File: src/design/melee_sprite.mem
// Weapon sprite, one 16-bit opacity mask per row, top row first, MSB is column 0
0003
000e
003c
c0f0
7fc0
3f00
6c00
c600

File: src/design/arena_pkg.sv
// Arena package with pixel stream, Wishbone and control types plus game constants
`default_nettype none

package arena_pkg;

    // --------------------
    // Pixel stream
    // --------------------

    // One pixel per clock, all fields delayed together
    typedef struct packed {
        logic [11:0] hcount;
        logic [11:0] vcount;
        logic        hsync;
        logic        vsync;
        logic        hblnk;
        logic        vblnk;
        logic [11:0] rgb;
        logic        boss_px;   // Boss covers this pixel
    } vga_t;

    // --------------------
    // Wishbone classic
    // --------------------

    // Master side, full 32-bit words only
    typedef struct packed {
        logic        cyc;
        logic        stb;
        logic        we;
        logic [1:0]  adr;
        logic [31:0] dat_w;
    } wb_req_t;

    // Slave side
    typedef struct packed {
        logic        ack;
        logic [31:0] dat_r;
    } wb_rsp_t;

    // Register values seen by the draw stages
    typedef struct packed {
        logic        game_active;
        logic        boss_alive;
        logic        attack;
        logic        flip;
        logic [11:0] player_x;
        logic [11:0] player_y;
        logic [11:0] boss_x;
        logic [11:0] boss_y;
    } arena_ctrl_t;

    // Word addresses
    localparam logic [1:0] REG_CTRL   = 2'd0;
    localparam logic [1:0] REG_PLAYER = 2'd1;
    localparam logic [1:0] REG_BOSS   = 2'd2;
    localparam logic [1:0] REG_STATUS = 2'd3;

    // Colours, 4 bits per channel
    localparam logic [11:0] BG_RGB    = 12'h124;
    localparam logic [11:0] BOSS_RGB  = 12'hc22;
    localparam logic [11:0] MELEE_RGB = 12'heea;

    // Object sizes in pixels
    localparam int BOSS_SIZE   = 16;
    localparam int SPRITE_W    = 16;
    localparam int SPRITE_H    = 8;
    localparam int MELEE_REACH = 8;   // Gap between player and sprite

endpackage

`default_nettype wire
File: src/design/arena_render.sv
// Arena renderer top joining register slave, timing generator and draw stages
`default_nettype none
`timescale 1ns/1ps

module arena_render #(
    parameter int H_ACTIVE = 640,
    parameter int H_FRONT  = 16,
    parameter int H_SYNC   = 96,
    parameter int H_BACK   = 48,
    parameter int V_ACTIVE = 480,
    parameter int V_FRONT  = 10,
    parameter int V_SYNC   = 2,
    parameter int V_BACK   = 33
) (
    input  wire logic               clk,
    input  wire logic               rst,
    input  wire arena_pkg::wb_req_t wb_req,
    output arena_pkg::wb_rsp_t      wb_rsp,
    output arena_pkg::vga_t         vga_out
);
    import arena_pkg::*;

    // --------------------
    // Internal wiring
    // --------------------
    arena_ctrl_t ctrl;
    vga_t        vga_tim;
    vga_t        vga_boss;
    logic        hit_pulse;

    // CPU registers
    arena_regs arena_regs_inst (
        .clk       (clk),
        .rst       (rst),
        .wb_req    (wb_req),
        .wb_rsp    (wb_rsp),
        .hit_pulse (hit_pulse),
        .ctrl      (ctrl)
    );

    // Frame scan, first stage of the stream
    vga_timing #(
        .H_ACTIVE (H_ACTIVE),
        .H_FRONT  (H_FRONT),
        .H_SYNC   (H_SYNC),
        .H_BACK   (H_BACK),
        .V_ACTIVE (V_ACTIVE),
        .V_FRONT  (V_FRONT),
        .V_SYNC   (V_SYNC),
        .V_BACK   (V_BACK)
    ) vga_timing_inst (
        .clk (clk),
        .rst (rst),
        .vga (vga_tim)
    );

    // Boss square, one cycle
    boss_draw boss_draw_inst (
        .clk     (clk),
        .rst     (rst),
        .ctrl    (ctrl),
        .vga_in  (vga_tim),
        .vga_out (vga_boss)
    );

    // Weapon sprite and hit detect, two cycles
    melee_draw melee_draw_inst (
        .clk       (clk),
        .rst       (rst),
        .ctrl      (ctrl),
        .vga_in    (vga_boss),
        .vga_out   (vga_out),
        .hit_pulse (hit_pulse)
    );

endmodule

`default_nettype wire

File: src/design/melee_draw.sv
// Melee stage that draws the weapon sprite and flags overlap with the boss
`default_nettype none
`timescale 1ns/1ps

module melee_draw (
    input  wire logic                  clk,
    input  wire logic                  rst,
    input  wire arena_pkg::arena_ctrl_t ctrl,
    input  wire arena_pkg::vga_t       vga_in,
    output arena_pkg::vga_t            vga_out,
    output logic                       hit_pulse
);
    import arena_pkg::*;

    localparam int ROW_W = $clog2(SPRITE_H);
    localparam int COL_W = $clog2(SPRITE_W);

    // Row masks, MSB is the leftmost column
    logic [SPRITE_W-1:0] sprite_rom [0:SPRITE_H-1];

    initial begin
        $readmemh("/design/src/design/melee_sprite.mem", sprite_rom);
    end

    // Stage 1 signals
    logic [11:0]         box_x;
    logic [11:0]         col;
    logic [11:0]         row;
    logic                in_box;
    logic                draw_nxt;

    // Stage 1 registers
    vga_t                s1;
    logic                draw_q;
    logic                flip_q;
    logic [COL_W-1:0]    col_q;
    logic [SPRITE_W-1:0] mask_q;

    // Stage 2 signals
    logic [COL_W-1:0]    sprite_col;
    logic [COL_W-1:0]    bit_idx;
    logic                pix_on;

    // --------------------
    // Stage 1, box and ROM
    // --------------------

    // Left edge of the sprite box, in front of the player or behind when flipped
    assign box_x = ctrl.flip ? ctrl.player_x - 12'(MELEE_REACH + SPRITE_W)
                             : ctrl.player_x + 12'(MELEE_REACH);

    assign col = vga_in.hcount - box_x;
    assign row = vga_in.vcount - ctrl.player_y;

    // Wrapping subtraction keeps the test to two compares
    assign in_box = (col < 12'(SPRITE_W)) && (row < 12'(SPRITE_H));

    assign draw_nxt = in_box && ctrl.attack && ctrl.game_active &&
                      !vga_in.hblnk && !vga_in.vblnk;

    always_ff @(posedge clk) begin
        if (rst) begin
            s1     <= '0;
            draw_q <= 1'b0;
            flip_q <= 1'b0;
        end else begin
            s1     <= vga_in;
            draw_q <= draw_nxt;
            flip_q <= ctrl.flip;
        end
    end

    // Row read, plain block RAM style
    always_ff @(posedge clk) begin
        mask_q <= sprite_rom[row[ROW_W-1:0]];
        col_q  <= col[COL_W-1:0];
    end

    // --------------------
    // Stage 2, composite
    // --------------------

    // Mirror the column when flipped
    assign sprite_col = flip_q ? COL_W'(SPRITE_W - 1) - col_q : col_q;

    // Column 0 sits at the MSB
    assign bit_idx = COL_W'(SPRITE_W - 1) - sprite_col;
    assign pix_on  = draw_q && mask_q[bit_idx];

    always_ff @(posedge clk) begin
        if (rst) begin
            vga_out   <= '0;
            hit_pulse <= 1'b0;
        end else begin
            vga_out.hcount  <= s1.hcount;
            vga_out.vcount  <= s1.vcount;
            vga_out.hsync   <= s1.hsync;
            vga_out.vsync   <= s1.vsync;
            vga_out.hblnk   <= s1.hblnk;
            vga_out.vblnk   <= s1.vblnk;
            vga_out.boss_px <= s1.boss_px;
            // Weapon sits above the boss
            vga_out.rgb     <= pix_on ? MELEE_RGB : s1.rgb;
            // Overlap with a pixel the boss stage marked
            hit_pulse       <= pix_on && s1.boss_px;
        end
    end

endmodule

`default_nettype wire

File: src/design/boss_draw.sv
// Boss stage that paints the boss square and marks its pixels in the stream
`default_nettype none
`timescale 1ns/1ps

module boss_draw (
    input  wire logic                  clk,
    input  wire logic                  rst,
    input  wire arena_pkg::arena_ctrl_t ctrl,
    input  wire arena_pkg::vga_t       vga_in,
    output arena_pkg::vga_t            vga_out
);
    import arena_pkg::*;

    logic [11:0] rel_x;
    logic [11:0] rel_y;
    logic        in_square;
    logic        active;
    logic        draw_boss;

    // --------------------
    // Square test
    // --------------------

    // Offset from the top left corner of the boss
    assign rel_x = vga_in.hcount - ctrl.boss_x;
    assign rel_y = vga_in.vcount - ctrl.boss_y;

    // Unsigned offsets, so anything left or above wraps large
    assign in_square = (rel_x < 12'(BOSS_SIZE)) && (rel_y < 12'(BOSS_SIZE));

    // Never paint into blanking
    assign active = !vga_in.hblnk && !vga_in.vblnk;

    assign draw_boss = in_square && active && ctrl.boss_alive && ctrl.game_active;

    // --------------------
    // Output register
    // --------------------
    always_ff @(posedge clk) begin
        if (rst) begin
            vga_out <= '0;
        end else begin
            vga_out.hcount <= vga_in.hcount;
            vga_out.vcount <= vga_in.vcount;
            vga_out.hsync  <= vga_in.hsync;
            vga_out.vsync  <= vga_in.vsync;
            vga_out.hblnk  <= vga_in.hblnk;
            vga_out.vblnk  <= vga_in.vblnk;
            if (draw_boss) begin
                vga_out.rgb     <= BOSS_RGB;
                vga_out.boss_px <= 1'b1;
            end else begin
                // Pass through whatever came before
                vga_out.rgb     <= vga_in.rgb;
                vga_out.boss_px <= vga_in.boss_px;
            end
        end
    end

endmodule

`default_nettype wire

File: src/design/arena_regs.sv
// Wishbone classic register slave for arena control, positions and hit status
`default_nettype none
`timescale 1ns/1ps

module arena_regs (
    input  wire logic              clk,
    input  wire logic              rst,
    input  wire arena_pkg::wb_req_t wb_req,
    output arena_pkg::wb_rsp_t     wb_rsp,
    input  wire logic              hit_pulse,
    output arena_pkg::arena_ctrl_t ctrl
);
    import arena_pkg::*;

    logic        ack_q;
    logic [31:0] dat_q;
    logic        access;
    logic        clr_hit;
    logic [31:0] rd_data;

    // Register storage
    logic [3:0]  ctrl_bits;
    logic [11:0] player_x;
    logic [11:0] player_y;
    logic [11:0] boss_x;
    logic [11:0] boss_y;
    logic        hit_flag;

    // --------------------
    // Bus decode
    // --------------------

    // New request only, a held stb in the ack cycle is ignored
    assign access  = wb_req.cyc && wb_req.stb && !ack_q;
    assign clr_hit = access && wb_req.we && (wb_req.adr == REG_STATUS) && wb_req.dat_w[0];

    // Read mux
    always_comb begin
        case (wb_req.adr)
            REG_CTRL:   rd_data = {28'd0, ctrl_bits};
            REG_PLAYER: rd_data = {4'd0, player_y, 4'd0, player_x};
            REG_BOSS:   rd_data = {4'd0, boss_y, 4'd0, boss_x};
            default:    rd_data = {31'd0, hit_flag};
        endcase
    end

    // --------------------
    // Registers
    // --------------------
    always_ff @(posedge clk) begin
        if (rst) begin
            ack_q     <= 1'b0;
            dat_q     <= '0;
            ctrl_bits <= '0;
            player_x  <= '0;
            player_y  <= '0;
            boss_x    <= '0;
            boss_y    <= '0;
            hit_flag  <= 1'b0;
        end else begin
            ack_q <= access;
            dat_q <= access ? rd_data : 32'd0;
            // Writes land on the same edge that raises ack
            if (access && wb_req.we) begin
                case (wb_req.adr)
                    REG_CTRL: ctrl_bits <= wb_req.dat_w[3:0];
                    REG_PLAYER: begin
                        player_x <= wb_req.dat_w[11:0];
                        player_y <= wb_req.dat_w[27:16];
                    end
                    REG_BOSS: begin
                        boss_x <= wb_req.dat_w[11:0];
                        boss_y <= wb_req.dat_w[27:16];
                    end
                    default: ;
                endcase
            end
            // Sticky hit, a set beats a clear
            hit_flag <= hit_pulse || (hit_flag && !clr_hit);
        end
    end

    // Control view, one cycle behind the registers
    always_ff @(posedge clk) begin
        if (rst) begin
            ctrl <= '0;
        end else begin
            ctrl.game_active <= ctrl_bits[0];
            ctrl.boss_alive  <= ctrl_bits[1];
            ctrl.attack      <= ctrl_bits[2];
            ctrl.flip        <= ctrl_bits[3];
            ctrl.player_x    <= player_x;
            ctrl.player_y    <= player_y;
            ctrl.boss_x      <= boss_x;
            ctrl.boss_y      <= boss_y;
        end
    end

    assign wb_rsp.ack   = ack_q;
    assign wb_rsp.dat_r = dat_q;

endmodule

`default_nettype wire

File: src/design/vga_timing.sv
// VGA timing generator producing sync, blanking, coordinates and background
`default_nettype none
`timescale 1ns/1ps

module vga_timing #(
    parameter int H_ACTIVE = 640,
    parameter int H_FRONT  = 16,
    parameter int H_SYNC   = 96,
    parameter int H_BACK   = 48,
    parameter int V_ACTIVE = 480,
    parameter int V_FRONT  = 10,
    parameter int V_SYNC   = 2,
    parameter int V_BACK   = 33
) (
    input  wire logic           clk,
    input  wire logic           rst,
    output arena_pkg::vga_t     vga
);
    import arena_pkg::*;

    // --------------------
    // Frame geometry
    // --------------------
    localparam logic [11:0] H_LAST   = 12'(H_ACTIVE + H_FRONT + H_SYNC + H_BACK - 1);
    localparam logic [11:0] V_LAST   = 12'(V_ACTIVE + V_FRONT + V_SYNC + V_BACK - 1);
    localparam logic [11:0] H_ACT    = 12'(H_ACTIVE);
    localparam logic [11:0] V_ACT    = 12'(V_ACTIVE);
    // Sync windows, start inclusive and end exclusive
    localparam logic [11:0] HS_START = 12'(H_ACTIVE + H_FRONT);
    localparam logic [11:0] HS_END   = 12'(H_ACTIVE + H_FRONT + H_SYNC);
    localparam logic [11:0] VS_START = 12'(V_ACTIVE + V_FRONT);
    localparam logic [11:0] VS_END   = 12'(V_ACTIVE + V_FRONT + V_SYNC);

    logic [11:0] hcnt;
    logic [11:0] vcnt;
    logic        hblnk_nxt;
    logic        vblnk_nxt;

    // --------------------
    // Counters
    // --------------------
    always_ff @(posedge clk) begin
        if (rst) begin
            hcnt <= '0;
            vcnt <= '0;
        end else if (hcnt == H_LAST) begin
            hcnt <= '0;
            // Line done, step or wrap the frame
            vcnt <= (vcnt == V_LAST) ? '0 : vcnt + 12'd1;
        end else begin
            hcnt <= hcnt + 12'd1;
        end
    end

    assign hblnk_nxt = (hcnt >= H_ACT);
    assign vblnk_nxt = (vcnt >= V_ACT);

    // --------------------
    // Registered stream
    // --------------------
    always_ff @(posedge clk) begin
        if (rst) begin
            vga <= '0;
        end else begin
            vga.hcount  <= hcnt;
            vga.vcount  <= vcnt;
            vga.hsync   <= (hcnt >= HS_START) && (hcnt < HS_END);
            vga.vsync   <= (vcnt >= VS_START) && (vcnt < VS_END);
            vga.hblnk   <= hblnk_nxt;
            vga.vblnk   <= vblnk_nxt;
            // Background only inside the active area
            vga.rgb     <= (hblnk_nxt || vblnk_nxt) ? 12'h000 : BG_RGB;
            vga.boss_px <= 1'b0;
        end
    end

endmodule

`default_nettype wire

File: config.mk
export PLATFORM = sky130hd
export DESIGN_NAME = arena_render
export DESIGN_NICKNAME = d
export VERILOG_FILES = /design/src/design/arena_pkg.sv /design/src/design/arena_render.sv /design/src/design/melee_draw.sv /design/src/design/boss_draw.sv /design/src/design/arena_regs.sv /design/src/design/vga_timing.sv
export SDC_FILE = /design/constraint.sdc
export NUM_CORES = 1
export LEC_CHECK = 0
export BUFFER_PORTS_ARGS = -buffer_cell sky130_fd_sc_hd__buf_2
export CAP_MARGIN = 30
export CORE_MARGIN = 5
export CORE_UTILIZATION = 35
export CTS_CLUSTER_SIZE = 28
export DETAILED_ROUTE_END_ITERATION = 10
export PLACE_DENSITY = 0.64
export RECOVER_POWER = 100
export SYNTH_ARGS = -nofsm -noshare
export SYNTH_HDL_FRONTEND = slang
export SYNTH_SLANG_ARGS = --single-unit
File: constraint.sdc
create_clock -name clk -period 5.42 [get_ports clk]
set_input_delay 1.084 -clock clk [delete_from_list [all_inputs] [get_ports clk]]
set_output_delay 1.084 -clock clk [all_outputs]
set_load 0.02 [all_outputs]
==> results of run 1 <==
## area by class of cell
| cell class | count | area [um^2] | share of cell area, % |
|---|---|---|---|
| sequential | 250 | 5000 | 47.9 |
| clock buffer | 32 | 714 | 6.84 |
| tap | 335 | 419 | 4.01 |
| multi-input combinational | 615 | 3670 | 35.1 |
| timing repair buffer | 94 | 399 | 3.82 |
| clock inverter | 15 | 114 | 1.09 |
| inverter | 34 | 128 | 1.22 |
## sequential cells by signal, summed over array words and instances (netlist names), 4 cells and up
signal	cells
melee_draw_inst.s1	31
arena_regs_inst.boss_x	12
boss_draw_inst.vga_out	31
arena_regs_inst.player_y	12
arena_regs_inst.boss_y	12
vga_timing_inst.vcnt	12
vga_timing_inst.vga	29
arena_regs_inst.dat_q	24
vga_timing_inst.hcnt	12
arena_regs_inst.ctrl	26
melee_draw_inst.vga_out	31
arena_regs_inst.player_x	12
arena_regs_inst.ctrl_bits	4
## Yosys cell counts, drive strengths merged (2+ instances only)
cell	number
a21o	5
clkbuf	38
a2111oi	3
buf	24
o2111ai	2
nor3b	4
mux2i	8
xnor2	9
dfxtp	250
a22oi	22
nand2b	2
nand3b	2
nand4b	2
and3	9
o31ai	3
o21bai	2
o21a	6
nor2b	140
inv	34
xor2	17
o21ai	13
a21oi	60
nand3	17
nand2	111
nor2	79
and2	4
nor4	4
nor3	20
o311ai	2
or3	2
a31oi	4
a211oi	3
ha	24
nand4	7
## layer usage
layer	GRT usage, %	vias up	share of wire (%)
li1	-	3240	-
met1	18.0	2836	50
met2	18.7	151	42
met3	2.59	37	5.7
met4	3.72	2	2.3
met5	0	-	0.038
## power by group
part / switching (mW) / leakage, nW / internal (mW)
sequential: 0.00761 / 2.02 / 1.85
combinational: 0.0878 / 1.56 / 0.0374
clock: 0.711 / 0.417 / 0.988
total: 0.807 / 3.99 / 2.88
## cell families after synthesis
| group | Yosys count | share of synthesized area (%) |
|---|---|---|
| flip-flops | 250 | 55.1 |
| XOR/XNOR | 26 | 2.51 |
| other | 1 | 0.0413 |
| adder cells (fa/ha/maj) | 24 | 3.30 |
| buffers and inverters | 96 | 4.94 |
| AO/OA/AOI/OAI | 134 | 10.0 |
| AND/OR/NAND/NOR | 407 | 22.9 |
| multiplexers | 10 | 1.25 |
## per-stage QoR
step	cell area [um^2]	total power, mW
after floorplan	9140	2.00
after global placement	9730	2.03
after detailed placement	9740	2.03
after CTS	10600	3.74
after global routing	10400	3.84
final	10400	3.68
## worst min path at each step
stage / slack [ns] / cells past startpoint / endpoint / start
global route: 0.44 / 1 / melee_draw_inst.s1[13] / boss_draw_inst.vga_out[13]
floorplan: 0.41 / 1 / boss_draw_inst.vga_out[15] / vga_timing_inst.vga[15]
finish: 0.43 / 1 / boss_draw_inst.vga_out[15] / vga_timing_inst.vga[15]
CTS: 0.43 / 1 / melee_draw_inst.s1[13] / boss_draw_inst.vga_out[13]
global placement: 0.42 / 1 / boss_draw_inst.vga_out[16] / vga_timing_inst.vga[16]
detailed placement: 0.42 / 1 / melee_draw_inst.s1[13] / boss_draw_inst.vga_out[13]
==> flow_metrics.py, run 1 <==
metrics = {
    "pwr": {
        "power.leakage_nw": 3.99,
        "max-vdd-ir-drop_v": 0.000228,
        "power_density_nw_per_um2": 352,
    },
    "yosys": {
        "synthArstFlopShare_pct": 0,
        "synth.yosys.warnings": 0,
        "yosys-top-cells-area": "sky130_fd_sc_hd__dfxtp_1 55%, sky130_fd_sc_hd__nor2b_1 9.6%, sky130_fd_sc_hd__nand2_1 4.6%, sky130_fd_sc_hd__a21oi_1 3.3%, sky130_fd_sc_hd__ha_1 3.3%",
        "synth_top_cell_by_area": "sky130_fd_sc_hd__dfxtp_1",
        "synth_cell_types": 66,
        "top_flip_flop_cell_by_instance_count_after_synthesis": "sky130_fd_sc_hd__dfxtp_1",
        "yosysSeqAreaShare_pct": 55.1,
        "syn_area_per_cell_um2": 9.59,
        "postSynthRegisterBits": 250,
        "synth_enable_flop_cells": 0,
        "netlist_area_um2": 9090,
        "yosys.area.top_type_share_pct": 55.1,
        "syn-instance-count": 948,
    },
    "worst_setup_path": {
        "reg2reg_setup_slack_ns": 2.83,
        "worst_path_largest_cell_delay_ns": 1.96,
        "path_class": "input port to flop",
        "kind_of_cell_adding_the_most_delay_to_the_critical_path": "buffers and inverters",
        "critical_path_peak_fanout": 136,
        "critical_path.n_buffers_inverters": 2,
        "setup.worst_path.start": "rst",
        "critical_path.reg2reg.startpoint": "arena_regs_inst.ctrl[17]",
        "required_time_of_the_critical_path_ns": 5.80,
        "critical_path.reg2reg.endpoint": "boss_draw_inst.vga_out[6]",
        "critPathLaunchType": "input port",
        "worst-path-stages": 5,
        "cp_slowest_cell": "sky130_fd_sc_hd__clkbuf_2",
        "crit_end": "vga_timing_inst.vga[16]",
        "timing.critical_path.cells": "buf_6 -> clkbuf_2 -> nor2b_1 -> nand4b_1 -> a211oi_1",
        "reg2reg_depth": 9,
        "crit_path_end_kind": "flop",
        "arrival_time_of_data_at_the_critical_path_endpoint_ns": 4.04,
    },
    "die": {
        "core_um2": 25800,
        "row_count": 59,
        "floorplan.die_area_um2": 29300,
        "start_util_pct": 35.2,
        "i_o_pins": 113,
        "die-width_um": 171,
        "floorplan.die.height_um": 171,
    },
    "finish": {
        "utilization_pct": 40.4,
        "layout-drive-gt1-share_pct": 8.56,
        "fin_cells": 1375,
        "num-nets-final": 1085,
        "area_delta_synth_final_pct": 15.0,
        "most-common-layout-cells": "250 x sky130_fd_sc_hd__dfxtp_1, 140 x sky130_fd_sc_hd__nor2b_1, 111 x sky130_fd_sc_hd__nand2_1, 78 x sky130_fd_sc_hd__nor2_1, 67 x sky130_fd_sc_hd__clkbuf_1",
        "layout_commonest_cell": "sky130_fd_sc_hd__dfxtp_1",
        "fillerInstances": 2600,
        "num_antenna_cells": 0,
    },
    "clock_network": {
        "path_clk_slew_ns": 0.06,
        "numClockSinks": 250,
        "clock_path_buffers": 3,
        "holdBufCountCts": 0,
        "tritoncts_clock_tree": "done",
        "clock_latency_ns": 0.52,
        "htreeDepth": 1,
        "cts_root_buf": "sky130_fd_sc_hd__clkbuf_16",
        "cts_repair_resize_count": 0,
        "numCtsBuffers": 27,
        "post_cts_repair_timing_setup_buffer_count": 0,
    },
    "sta": {
        "whs_ns": 0.432,
        "report.final.setup_viol": 0,
        "slew-limit-headroom_pct": -77.2,
        "worstMarginPinSlew_ns": 2.66,
        "setup_ws_ns": 1.76,
        "finalCritPeriodShare_pct": 67.5,
        "timing.final.hold_violations": 0,
        "final_period_minus_worst_setup_slack_ns": 3.66,
        "maxClockFrequency_mhz": 273,
        "post_route_clock_skew_ns": 0.00802,
        "setup-tns-final_ns": 0,
        "report.final.slew_viol_count": 137,
        "grt_setup_unrepaired": "false",
    },
    "place": {
        "place_hpwl_um": 12600,
        "io_buffers": 90,
        "pre_cts_slack_ns": 1.84,
        "gp_congestion": 0.820,
        "dp_cells": 1328,
    },
    "global_route": {
        "grt_util_all_layers_pct": 12.4,
        "largest_net_degree_at_the_start_of_global_routing": 137,
        "grt_pass1_vias": 5918,
        "global_route_total_overflow": 0,
        "grt_first_pass_wirelength_um": 30000,
        "number_of_antenna_violations_at_the_first_check_in_global_routing": 1,
    },
    "routing": {
        "final_antenna_net_count": 0,
        "detailroute.via_count": 6266,
        "drt_pre_antenna_iters": 4,
        "routed_via_density": 4.56,
        "detail_route.wirelength_um": 18600,
        "drtIter0Drc": 376,
        "avgRoutedWirePerCell_um": 13.5,
        "drcViolationCount": 0,
    },
    "outcome": {
        "violations_in_the_final_reports": "max-capacitance violations, max-slew violations",
        "status": "finished with violations",
    },
    "hold_path": {
        "timing.hold.worst.class": "flop to flop",
    },
    "job": {
        "max-cap-violations": 1,
    },
}
Note: power is estimated with default switching activity, not from simulation.
==> inputs of run 2 (changes only) <==
--- a/config.mk
+++ b/config.mk
@@ -11,7 +11,7 @@
 export CORE_UTILIZATION = 35
 export CTS_CLUSTER_SIZE = 28
 export DETAILED_ROUTE_END_ITERATION = 10
-export PLACE_DENSITY = 0.64
+export PLACE_DENSITY = 0.66
 export RECOVER_POWER = 100
 export SYNTH_ARGS = -nofsm -noshare
 export SYNTH_HDL_FRONTEND = slang
==> constraint.sdc (replaced) <==
create_clock -name clk -period 3.1 [get_ports clk]
set_input_delay 0.62 -clock clk [delete_from_list [all_inputs] [get_ports clk]]
set_output_delay 0.62 -clock clk [all_outputs]
set_load 0.02 [all_outputs]
==> run 2 against run 1 <==
- the flow still finishes with violations (max-capacitance violations, max-slew violations)
- sequential share of layout area shrank 0.60 points
- combinational power is 78% higher
- power is 83% higher
- via count increased by 0.51%
- critical path depth up 4
- critical endpoint is now boss_draw_inst.vga_out[11]
==> flow_metrics.py, run 2 (synthesis results as in run 1) <==
metrics = {
    "clock_network": {
        "path_clk_slew_ns": 0.06,
        "post_cts_repair_timing_setup_buffer_count": 0,
        "cts_repair_resize_count": 0,
        "htreeDepth": 1,
        "holdBufCountCts": 0,
        "cts_root_buf": "sky130_fd_sc_hd__clkbuf_16",
        "clock_latency_ns": 0.51,
        "clock_path_buffers": 3,
        "numCtsBuffers": 26,
        "tritoncts_clock_tree": "done",
        "numClockSinks": 250,
    },
    "die": {
        "i_o_pins": 113,
        "die-width_um": 171,
        "floorplan.die_area_um2": 29300,
        "row_count": 59,
        "floorplan.die.height_um": 171,
        "start_util_pct": 35.2,
        "core_um2": 25800,
    },
    "routing": {
        "routed_via_density": 4.57,
        "drtIter0Drc": 410,
        "detail_route.wirelength_um": 18600,
        "final_antenna_net_count": 0,
        "drt_pre_antenna_iters": 5,
        "detailroute.via_count": 6298,
        "avgRoutedWirePerCell_um": 13.5,
        "drcViolationCount": 0,
    },
    "worst_setup_path": {
        "cp_slowest_cell": "sky130_fd_sc_hd__a2111oi_0",
        "arrival_time_of_data_at_the_critical_path_endpoint_ns": 2.89,
        "critical_path_peak_fanout": 5,
        "worst_path_largest_cell_delay_ns": 0.41,
        "critical_path.n_buffers_inverters": 1,
        "cpMostUsedCell": "sky130_fd_sc_hd__a21o_1",
        "required_time_of_the_critical_path_ns": 3.50,
        "kind_of_cell_adding_the_most_delay_to_the_critical_path": "compound AO/OA/AOI/OAI gates",
        "crit_path_end_kind": "flop",
        "timing.critical_path.cells": "inv_1 -> ha_1 -> a21o_1 -> a21o_1 -> a311oi_1 -> o2111ai_1 -> a2111oi_0 -> nand3_1 -> nor4_1",
        "path_class": "flop to flop",
        "critPathLaunchType": "flop",
    },
    "finish": {
        "layout-drive-gt1-share_pct": 8.81,
        "postLayoutCellArea_um2": 10600,
        "num-nets-final": 1089,
        "most-common-layout-cells": "250 x sky130_fd_sc_hd__dfxtp_1, 140 x sky130_fd_sc_hd__nor2b_1, 111 x sky130_fd_sc_hd__nand2_1, 78 x sky130_fd_sc_hd__nor2_1, 68 x sky130_fd_sc_hd__clkbuf_1",
        "layout_commonest_cell": "sky130_fd_sc_hd__dfxtp_1",
        "area_delta_synth_final_pct": 16.4,
        "fillerInstances": 2623,
        "utilization_pct": 40.9,
        "num_antenna_cells": 0,
        "fin_cells": 1379,
        "reg_top3": "boss_draw_inst.vga_out: 31 flops, melee_draw_inst.s1: 31 flops, melee_draw_inst.vga_out: 31 flops",
    },
    "outcome": {
        "violations_in_the_final_reports": "max-capacitance violations, max-slew violations",
        "status": "finished with violations",
    },
    "sta": {
        "maxClockFrequency_mhz": 402,
        "timing.final.hold_violations": 0,
        "report.final.setup_viol": 0,
        "post_route_clock_skew_ns": 0.00955,
        "grt_setup_unrepaired": "false",
        "final_period_minus_worst_setup_slack_ns": 2.49,
        "slew-limit-headroom_pct": -20.7,
        "worstMarginPinSlew_ns": 1.81,
        "report.final.slew_viol_count": 190,
        "whs_ns": 0.355,
        "setup-tns-final_ns": 0,
        "finalCritPeriodShare_pct": 80.3,
        "setup_ws_ns": 0.610,
    },
    "global_route": {
        "grt_util_all_layers_pct": 12.4,
        "number_of_antenna_violations_at_the_first_check_in_global_routing": 1,
        "grt_pass1_vias": 6065,
        "grt_first_pass_wirelength_um": 30100,
        "largest_net_degree_at_the_start_of_global_routing": 147,
        "global_route_total_overflow": 0,
    },
    "pwr": {
        "power.leakage_nw": 4.05,
        "power_density_nw_per_um2": 639,
        "total_power_after_layout_mw": 6.76,
        "max-vdd-ir-drop_v": 0.000387,
    },
    "place": {
        "dp_cells": 1333,
        "place_hpwl_um": 13000,
        "pre_cts_slack_ns": 0.672,
        "io_buffers": 90,
        "placement.cell_area_um2": 9770,
        "gp_congestion": 0.822,
    },
    "hold_path": {
        "timing.hold.worst.class": "input port to flop",
    },
    "job": {
        "max-cap-violations": 1,
    },
}
run 2: per-layer routing:
metal | track usage (%) | routed length, um | vias to the layer above
li1 | - | - | 3237
met1 | 17.4 | 8950 | 2846
met2 | 19.1 | 7910 | 183
met3 | 2.73 | 1270 | 30
met4 | 3.86 | 468 | 2
met5 | 0 | 7 | -
run 2: power by group:
part	switching, mW	internal (mW)
Sequential	0.0125	3.24
Clock	1.23	2.06
Combinational	0.154	0.0684
run 2: path summary, 6_finish.rpt:
path                                  from  cells after the start                          end  slack (ns)
setup reg to reg  arena_regs_inst.ctrl[20]                      9   boss_draw_inst.vga_out[11]        0.61
hold reg to reg     melee_draw_inst.s1[16]                      1  melee_draw_inst.vga_out[16]        0.43
setup / recovery  arena_regs_inst.ctrl[20]                      9   boss_draw_inst.vga_out[11]        0.61
hold / removal                  wb_req[19]                      3  arena_regs_inst.player_y[3]        0.36
run 2: area by class of cell:
type                    count  area, um^2  share of cell area [%]
clock inverters            11         165                    1.56
multi-input cells         615        3670                    34.7
flip-flops and latches    250        5000                    47.3
clock buffers              35         766                    7.24
well taps                 335         419                    3.96
inverters                  34         128                    1.21
repair buffers             99         429                    4.06
run 2: tightest hold or removal path, stage by stage:
cell and delay [ns]:
sky130_fd_sc_hd__buf_2 0.10, sky130_fd_sc_hd__nand2_1 0.05, sky130_fd_sc_hd__a21oi_1 0.05
